## config.mk

```make
export PLATFORM = sky130hd
export DESIGN_NAME = sram_ctl_top
export DESIGN_NICKNAME = d
export VERILOG_FILES = /design/src/rtl/sram_ctl_pkg.sv /design/src/rtl/array_port_decode.sv /design/src/rtl/read_return_mux.sv /design/src/rtl/read_sequencer.sv /design/src/rtl/sram_ctl_top.sv
export SDC_FILE = /design/constraint.sdc
export NUM_CORES = 1
export LEC_CHECK = 0
export ABC_CLOCK_PERIOD_IN_PS = 2090
export BUFFER_PORTS_ARGS = -buffer_cell sky130_fd_sc_hd__clkbuf_2
export CORE_AREA = 2 2 136 138
export CTS_CLUSTER_DIAMETER = 30
export DETAILED_ROUTE_END_ITERATION = 16
export DIE_AREA = 0 0 138 140
export PLACE_DENSITY = 0.6
export SLEW_MARGIN = 0
export SYNTH_ARGS = -nofsm -noshare
export SYNTH_HDL_FRONTEND = slang
export SYNTH_HIERARCHICAL = 1
export SYNTH_SLANG_ARGS = --single-unit
```

## constraint.sdc

```tcl
create_clock -name clk -period 2.09 [get_ports clk]
set_clock_uncertainty 0.05 [all_clocks]
set_input_delay 0.418 -clock clk [delete_from_list [all_inputs] [get_ports clk]]
set_output_delay 0.418 -clock clk [all_outputs]
set_load 0.01 [all_outputs]
```

## src/rtl/sram_ctl_pkg.sv

```systemverilog
// shared definitions for the SRAM command front end
// address map constants and field widths
// vector typedefs, read kind and sequencer state enums

package sram_ctl_pkg;

  // command and read data width
  localparam int data_w = 32;

  // 32 rows per array port
  localparam int row_w = 5;

  // one select per data byte
  localparam int sel_w = 4;

  // read wait field held in cfg0 bits 2:0
  localparam int wait_w = 3;

  // region field of the command address
  localparam logic [31:0] adr_mask = 32'h0000_F000;

  // macro config register region
  localparam logic [31:0] cfg_adr = 32'h0000_E000;

  // BIST control and status region
  localparam logic [31:0] bist_adr = 32'h0000_F000;

  // cfg0 offset inside controller space
  // compared with the region bits cleared
  localparam logic [31:0] cfg0_adr = 32'h0000_0000;

  // one wait cycle out of reset
  localparam logic [31:0] cfg0_init = 32'h0000_0001;

  typedef logic [data_w-1:0] data_t;
  typedef logic [31:0] adr_t;
  typedef logic [row_w-1:0] row_t;
  typedef logic [wait_w-1:0] wait_t;

  // what a read returns
  // controller side registers first, then the array port reads
  typedef enum logic [2:0] {
    // cfg0
    rd_ctl,
    // BIST status
    rd_bist,
    // macro config readback
    rd_cfg,
    // r0 port alone
    rd_r0,
    // r1 port alone
    rd_r1,
    // r0 and r1 low halves packed
    rd_lo,
    // r0 and r1 high halves packed
    rd_hi
  } rd_kind_t;

  // read sequencer states
  typedef enum logic {
    seq_idle,
    seq_wait
  } seq_state_t;

endpackage

```

## src/rtl/array_port_decode.sv

```systemverilog
// command decode stage
// array port strobes, side register strobes, read request and kind

`timescale 1ns/100ps

module array_port_decode (
  input  logic                            ctl_cmd_val,
  input  logic                            ra_cmd_val,
  input  sram_ctl_pkg::adr_t              cmd_adr,
  input  logic                            cmd_we,
  input  logic [sram_ctl_pkg::sel_w-1:0]  cmd_sel,
  input  sram_ctl_pkg::data_t             cmd_dat,
  output logic                            ra_r0_enb,
  output logic                            ra_r1_enb,
  output logic                            ra_w0_enb,
  output sram_ctl_pkg::row_t              ra_r0_adr,
  output sram_ctl_pkg::row_t              ra_r1_adr,
  output sram_ctl_pkg::row_t              ra_w0_adr,
  output sram_ctl_pkg::data_t             ra_w0_dat,
  output sram_ctl_pkg::data_t             ra_cfg_wdat,
  output sram_ctl_pkg::data_t             ra_bist_ctl,
  output logic                            ra_cfg_wr,
  output logic                            cfg0_wr,
  output logic                            rd_req,
  output sram_ctl_pkg::rd_kind_t          rd_kind
);
  import sram_ctl_pkg::*;

  logic       adr_bist;
  logic       adr_cfg;
  logic       special;
  logic       ra_rd;
  logic [1:0] rd_type;

  // region match on bits 15:12
  assign adr_bist = (cmd_adr & adr_mask) == (bist_adr & adr_mask);
  assign adr_cfg  = (cmd_adr & adr_mask) == (cfg_adr & adr_mask);
  assign special  = adr_bist | adr_cfg;

  // 00 r0, 01 r1, 10 lo pack, 11 hi pack
  assign rd_type = cmd_adr[15:14];

  // plain array read, side regions excluded
  assign ra_rd = ra_cmd_val & ~cmd_we & ~special;

  // r0 is used by every type except r1 alone
  assign ra_r0_enb = ra_rd & (rd_type != 2'b01);
  // r1 is used by every type except r0 alone
  assign ra_r1_enb = ra_rd & (rd_type != 2'b00);

  // row in bits 6:2
  assign ra_r0_adr = cmd_adr[6:2];
  // packed reads take the second row from bits 14:10
  assign ra_r1_adr = (rd_type == 2'b01) ? cmd_adr[6:2] : cmd_adr[14:10];

  // write needs at least one byte lane
  assign ra_w0_enb = ra_cmd_val & cmd_we & ~special & (|cmd_sel);
  assign ra_w0_adr = cmd_adr[6:2];
  assign ra_w0_dat = cmd_dat;

  // BIST control bus idles at zero between writes
  assign ra_bist_ctl = (ra_cmd_val & cmd_we & adr_bist) ? cmd_dat : '0;

  // macro config write
  assign ra_cfg_wr   = ra_cmd_val & cmd_we & adr_cfg;
  assign ra_cfg_wdat = cmd_dat;

  // cfg0 matched on the offset with the region bits masked off
  assign cfg0_wr = ctl_cmd_val & cmd_we & ((cmd_adr & ~adr_mask) == cfg0_adr);

  // any read of either space goes to the sequencer
  assign rd_req = (ctl_cmd_val | ra_cmd_val) & ~cmd_we;

  // read classification
  // side regions win in either space so BIST status reads from both
  always_comb begin
    if (adr_bist) begin
      rd_kind = rd_bist;
    end else if (adr_cfg) begin
      rd_kind = rd_cfg;
    end else if (ctl_cmd_val) begin
      rd_kind = rd_ctl;
    end else begin
      case (rd_type)
        2'b00:   rd_kind = rd_r0;
        2'b01:   rd_kind = rd_r1;
        2'b10:   rd_kind = rd_lo;
        default: rd_kind = rd_hi;
      endcase
    end
  end

endmodule

```

## src/rtl/read_return_mux.sv

```systemverilog
// read return stage
// selects and packs read data for the latched read kind

`timescale 1ns/100ps

module read_return_mux (
  input  sram_ctl_pkg::rd_kind_t  sel_kind,
  input  sram_ctl_pkg::data_t     ra_r0_dat,
  input  sram_ctl_pkg::data_t     ra_r1_dat,
  input  sram_ctl_pkg::data_t     cfg0,
  input  sram_ctl_pkg::data_t     ra_bist_status,
  input  sram_ctl_pkg::data_t     ra_cfg_rdat,
  output sram_ctl_pkg::data_t     rd_dat
);
  import sram_ctl_pkg::*;

  localparam int half_w = data_w / 2;

  always_comb begin
    case (sel_kind)
      rd_r0: begin
        rd_dat = ra_r0_dat;
      end
      rd_r1: begin
        rd_dat = ra_r1_dat;
      end
      // r1 low half on top of r0 low half
      rd_lo: begin
        rd_dat = {ra_r1_dat[half_w-1:0], ra_r0_dat[half_w-1:0]};
      end
      // r1 high half on top of r0 high half
      rd_hi: begin
        rd_dat = {ra_r1_dat[data_w-1:half_w], ra_r0_dat[data_w-1:half_w]};
      end
      rd_ctl: begin
        rd_dat = cfg0;
      end
      rd_bist: begin
        rd_dat = ra_bist_status;
      end
      rd_cfg: begin
        rd_dat = ra_cfg_rdat;
      end
      // unused encoding reads back all ones
      default: begin
        rd_dat = '1;
      end
    endcase
  end

endmodule

```

## src/rtl/read_sequencer.sv

```systemverilog
// read sequence stage
// cfg0 register, read FSM, wait counter and acknowledge

`timescale 1ns/100ps

module read_sequencer (
  input  logic                    clk,
  input  logic                    rst,
  input  logic                    rd_req,
  input  sram_ctl_pkg::rd_kind_t  rd_kind,
  input  logic                    cfg0_wr,
  input  sram_ctl_pkg::data_t     cfg0_wdat,
  output logic                    rd_ack,
  output sram_ctl_pkg::rd_kind_t  sel_kind,
  output sram_ctl_pkg::data_t     cfg0
);
  import sram_ctl_pkg::*;

  seq_state_t state_q;
  seq_state_t state_d;
  wait_t      cnt_q;
  wait_t      cnt_d;
  rd_kind_t   kind_q;
  data_t      cfg0_q;
  logic       accept;
  logic       cnt_zero;

  // only one read in flight
  // a request while waiting is dropped
  assign accept = (state_q == seq_idle) & rd_req;

  assign cnt_zero = (cnt_q == '0);

  // next state and counter
  always_comb begin
    state_d = state_q;
    cnt_d   = cnt_q;
    case (state_q)
      seq_idle: begin
        if (rd_req) begin
          state_d = seq_wait;
          // wait count comes from cfg0 as it stands at the command edge
          cnt_d   = cfg0_q[wait_w-1:0];
        end
      end
      seq_wait: begin
        if (cnt_zero) begin
          state_d = seq_idle;
        end else begin
          cnt_d = cnt_q - 1'b1;
        end
      end
      default: begin
        state_d = seq_idle;
      end
    endcase
  end

  // FSM registers
  always_ff @(posedge clk) begin
    if (rst) begin
      state_q <= seq_idle;
      cnt_q   <= '0;
    end else begin
      state_q <= state_d;
      cnt_q   <= cnt_d;
    end
  end

  // kind held for the return mux until the next accepted read
  always_ff @(posedge clk) begin
    if (rst) begin
      kind_q <= rd_ctl;
    end else if (accept) begin
      kind_q <= rd_kind;
    end
  end

  // cfg0
  // 31:3 reserved
  // 2:0 read wait cycles after the command cycle
  always_ff @(posedge clk) begin
    if (rst) begin
      cfg0_q <= cfg0_init;
    end else if (cfg0_wr) begin
      cfg0_q <= cfg0_wdat;
    end
  end

  // single cycle ack on the last wait cycle
  // W+1 edges after the edge that took the command
  assign rd_ack = (state_q == seq_wait) & cnt_zero;

  assign sel_kind = kind_q;
  assign cfg0     = cfg0_q;

endmodule

```

## src/rtl/sram_ctl_top.sv

```systemverilog
// SRAM command front end top level
// decode, sequence and return stages between host and array ports

`timescale 1ns/100ps

module sram_ctl_top (
  input  logic                            clk,
  input  logic                            rst,

  // host command side
  input  logic                            ctl_cmd_val,
  input  logic                            ra_cmd_val,
  input  sram_ctl_pkg::adr_t              cmd_adr,
  input  logic                            cmd_we,
  input  logic [sram_ctl_pkg::sel_w-1:0]  cmd_sel,
  input  sram_ctl_pkg::data_t             cmd_dat,
  output logic                            rd_ack,
  output sram_ctl_pkg::data_t             rd_dat,

  // array read ports
  output logic                            ra_r0_enb,
  output sram_ctl_pkg::row_t              ra_r0_adr,
  input  sram_ctl_pkg::data_t             ra_r0_dat,
  output logic                            ra_r1_enb,
  output sram_ctl_pkg::row_t              ra_r1_adr,
  input  sram_ctl_pkg::data_t             ra_r1_dat,

  // array write port
  output logic                            ra_w0_enb,
  output sram_ctl_pkg::row_t              ra_w0_adr,
  output sram_ctl_pkg::data_t             ra_w0_dat,

  // macro config and BIST
  output logic                            ra_cfg_wr,
  output sram_ctl_pkg::data_t             ra_cfg_wdat,
  input  sram_ctl_pkg::data_t             ra_cfg_rdat,
  output sram_ctl_pkg::data_t             ra_bist_ctl,
  input  sram_ctl_pkg::data_t             ra_bist_status
);
  import sram_ctl_pkg::*;

  // decode to sequencer
  logic     rd_req;
  rd_kind_t rd_kind;
  logic     cfg0_wr;

  // sequencer to return mux
  rd_kind_t sel_kind;
  data_t    cfg0;

  // zero latency decode of the command cycle
  array_port_decode u_decode (
    .ctl_cmd_val (ctl_cmd_val),
    .ra_cmd_val  (ra_cmd_val),
    .cmd_adr     (cmd_adr),
    .cmd_we      (cmd_we),
    .cmd_sel     (cmd_sel),
    .cmd_dat     (cmd_dat),
    .ra_r0_enb   (ra_r0_enb),
    .ra_r1_enb   (ra_r1_enb),
    .ra_w0_enb   (ra_w0_enb),
    .ra_r0_adr   (ra_r0_adr),
    .ra_r1_adr   (ra_r1_adr),
    .ra_w0_adr   (ra_w0_adr),
    .ra_w0_dat   (ra_w0_dat),
    .ra_cfg_wdat (ra_cfg_wdat),
    .ra_bist_ctl (ra_bist_ctl),
    .ra_cfg_wr   (ra_cfg_wr),
    .cfg0_wr     (cfg0_wr),
    .rd_req      (rd_req),
    .rd_kind     (rd_kind)
  );

  // cfg0 write data taken straight from the host bus
  read_sequencer u_seq (
    .clk       (clk),
    .rst       (rst),
    .rd_req    (rd_req),
    .rd_kind   (rd_kind),
    .cfg0_wr   (cfg0_wr),
    .cfg0_wdat (cmd_dat),
    .rd_ack    (rd_ack),
    .sel_kind  (sel_kind),
    .cfg0      (cfg0)
  );

  // array read data is already registered by the array
  read_return_mux u_ret (
    .sel_kind       (sel_kind),
    .ra_r0_dat      (ra_r0_dat),
    .ra_r1_dat      (ra_r1_dat),
    .cfg0           (cfg0),
    .ra_bist_status (ra_bist_status),
    .ra_cfg_rdat    (ra_cfg_rdat),
    .rd_dat         (rd_dat)
  );

endmodule

```

==> metrics.txt <==
Hold Buf Count CTS=0; post-synth top area cell=dfxtp_1; final hold violation count=0; startpoint types=flop; Final Instance Area=7320 µm²; Vias/cell=4.87; failing checks=setup timing; share of the synthesized area in the top cell type=17.4%; final slew viol count=0; Worst Path Max Fanout=7; NumNets Final=1074; CTS sink count=39; YS warnings=6; Clk pin slew, worst setup/hold paths=0.06 ns; placed cell areas=6030 µm²; number of synthesized flops with an enable pin=0; Avg Cell Area, Syn=8.29 µm²; Arr. time, crit path=1.83 ns; Antenna Cells=0; number of remaining DRC errors=0; Unique masters post-synth=55; achievable clock frequency=435 MHz; RSZ-0062 raised after global routing=true; placed cells=1033; reported leakage power=0.00345 µW; CP Cell Sequence=buf_8 > nor2b_4 > buf_6 > a22oi_1 > o211ai_1 > buf_2; Post-DRT Antenna Nets=0; Worst path slowest cell=dfxtp_4; Die Width=138 µm; largest net degree at the start of global routing=25; DIE HEIGHT=140 µm; Seq/Total Area, Yosys=17.4%; DR iter-0 viols=192; drt wl/cell=19.6 µm; Final WS setup=-0.207 ns; Setup CP Type=reg -> out; CTS tree=built; Final setup viols=32; Synthesized Nets=751; grt total ovfl=0; Via Count=5331; Clock Tree Root=clkbuf_16; CP Data Required Time=1.62 ns; synthesized flop and latch total=39; first-pass GRT wire length=30.9 mm; hpwl dp=15.8 mm; WL final=21.5 mm; Power Density=377 nW/µm²; peak supply drop=0.299 mV; RD Place Congestion=0.872; clk buf depth=2; post-placement worst setup slack=-0.127 ns; FP Rows=49; H-Tree Depth=2; Worst slew margin=55.8%; worst min path class=in -> reg; Setup crit end kind=output port; CP max stage delay=0.36 ns; clk_lat worst skew=0.29 ns; Worst-Margin Slew=0.663 ns; GRT Total Usage=20.9%; area of the mapped netlist=4490 µm²; Placeable Area=17800 µm²; Area growth syn-to-layout=63.1%; Final Core Density=41.2%; drt pass-1 iters=5; Top FF cell, synth=dfxtp_1; CTS buffer count=5; io pins=349; IO buf count=348; die area=19300 µm²; Overall Power=2760 µW; layout cells sized above 1=66.2%; Tmin final=2.30 ns; Post-Syn Instances=542; Synth area leaders=dfxtp_1, buf_4, mux2i_1, mux2_2, a22oi_1; initial antenna violation count=0; Async SR Flop Fraction=0%; vias in the first global route=5214; final cell count without fillers=1095; max-cap viol count=0; Starting Density=25.3%; Tcrit/Tclk final=110%; outcome=complete, but fails checks
-- synth_stat cells (7+ instances only) --
library cell / instances
buf_4: 78
nor2_1: 42
dfxtp_1: 39
mux2i_1: 39
mux2_2: 34
o21ai_0: 26
and2_1: 25
nand2_1: 24
a22oi_1: 23
buf_2: 19
and2_2: 18
o211ai_1: 15
o221ai_1: 11
a21oi_1: 10
buf_6: 10
clkbuf_1: 10
nor2b_1: 10
a221o_1: 9
ha_1: 8
nor3b_1: 7
-- routing by layer --
layer | vias up | GRT usage, % | routed length [µm]
li1 | 2552 | - | -
met1 | 2471 | 25.6 | 8890
met2 | 272 | 37.3 | 10600
met3 | 36 | 4.00 | 1430
met4 | 0 | 6.34 | 522
met5 | - | 0 | 0
-- worst max-delay path: cells and delay by family, from the launching register on --
kind / cells / cell delay (ns)
flops: 1 / 0.36
simple gates: 1 / 0.24
buf+inv: 3 / 0.53
compound gates: 2 / 0.39
-- cells by family after synthesis --
logic type      count (synthesis)  synth area share (%)
simple gates                  166                  21.5
buf+inv                       126                  19.3
compound gates                122                  19.4
mux                            77                  19.2
flops                          39                  17.4
fa+ha+maj                      12                  3.12
-- state kept, by name (all words and copies together) (netlist names) --
register and cells:
u_seq/state_q 1, u_seq/cfg0 32, u_seq/sel_kind 3, u_seq/cnt_q 3
-- path summary, 6_finish.rpt --
path | startpoint | end | slack, ns | cells past startpoint
max | u_seq/sel_kind[1] | rd_dat[6] | -0.21 | 6
min | cmd_dat[0] | u_seq/cfg0[0] | 0.33 | 2
max reg2reg | u_seq/cnt_q[0] | u_seq/cnt_q[0] | 0.78 | 6
min reg2reg | u_seq/cnt_q[0] | u_seq/cnt_q[0] | 0.42 | 2
-- power breakdown --
group | internal, µW | switching [µW]
logic | 611 | 578
clock network | 442 | 356
registers | 751 | 19.0
-- cell type report --
class | count | area (µm²)
clock buffers | 5 | 125
inverters | 8 | 43.8
clock inverters | 3 | 18.8
fillers | 1781 | 10500
well taps | 229 | 287
flip-flops and latches | 39 | 792
multi-input cells | 377 | 3240
repair buffers | 434 | 2820
-- per-stage QoR --
stage	hold slack, ns	TNS (ns)
after CTS	0.320	-3.50
after floorplan	0.400	0
after global routing	0.333	-5.25
after global placement	0.411	-0.416
after detailed placement	0.417	-0.450
final	0.335	-3.40
-- cells in the final DEF (no fill, tap or decap), types with 18 or more instances in the layout --
master and instances:
clkbuf_2 329, buf_4 44, nor2_1 40, mux2i_1 36, dfxtp_1 36, nand2_1 23
and2_1 22, and2_2 19, buf_2 18, buf_6 18, mux2_4 18
-- timing repair --
| item | CTS | global route |
|---|---|---|
| buffers inserted | 27 | 22 |
| endpoints found under the hold margin | 0 | 0 |
| cloned | 9 | 1 |
| gates resized for setup | 96 | 72 |
| endpoints found under the setup margin | 32 | 48 |
| pin swaps | 23 | 37 |
(Power assumes the default switching activity.)
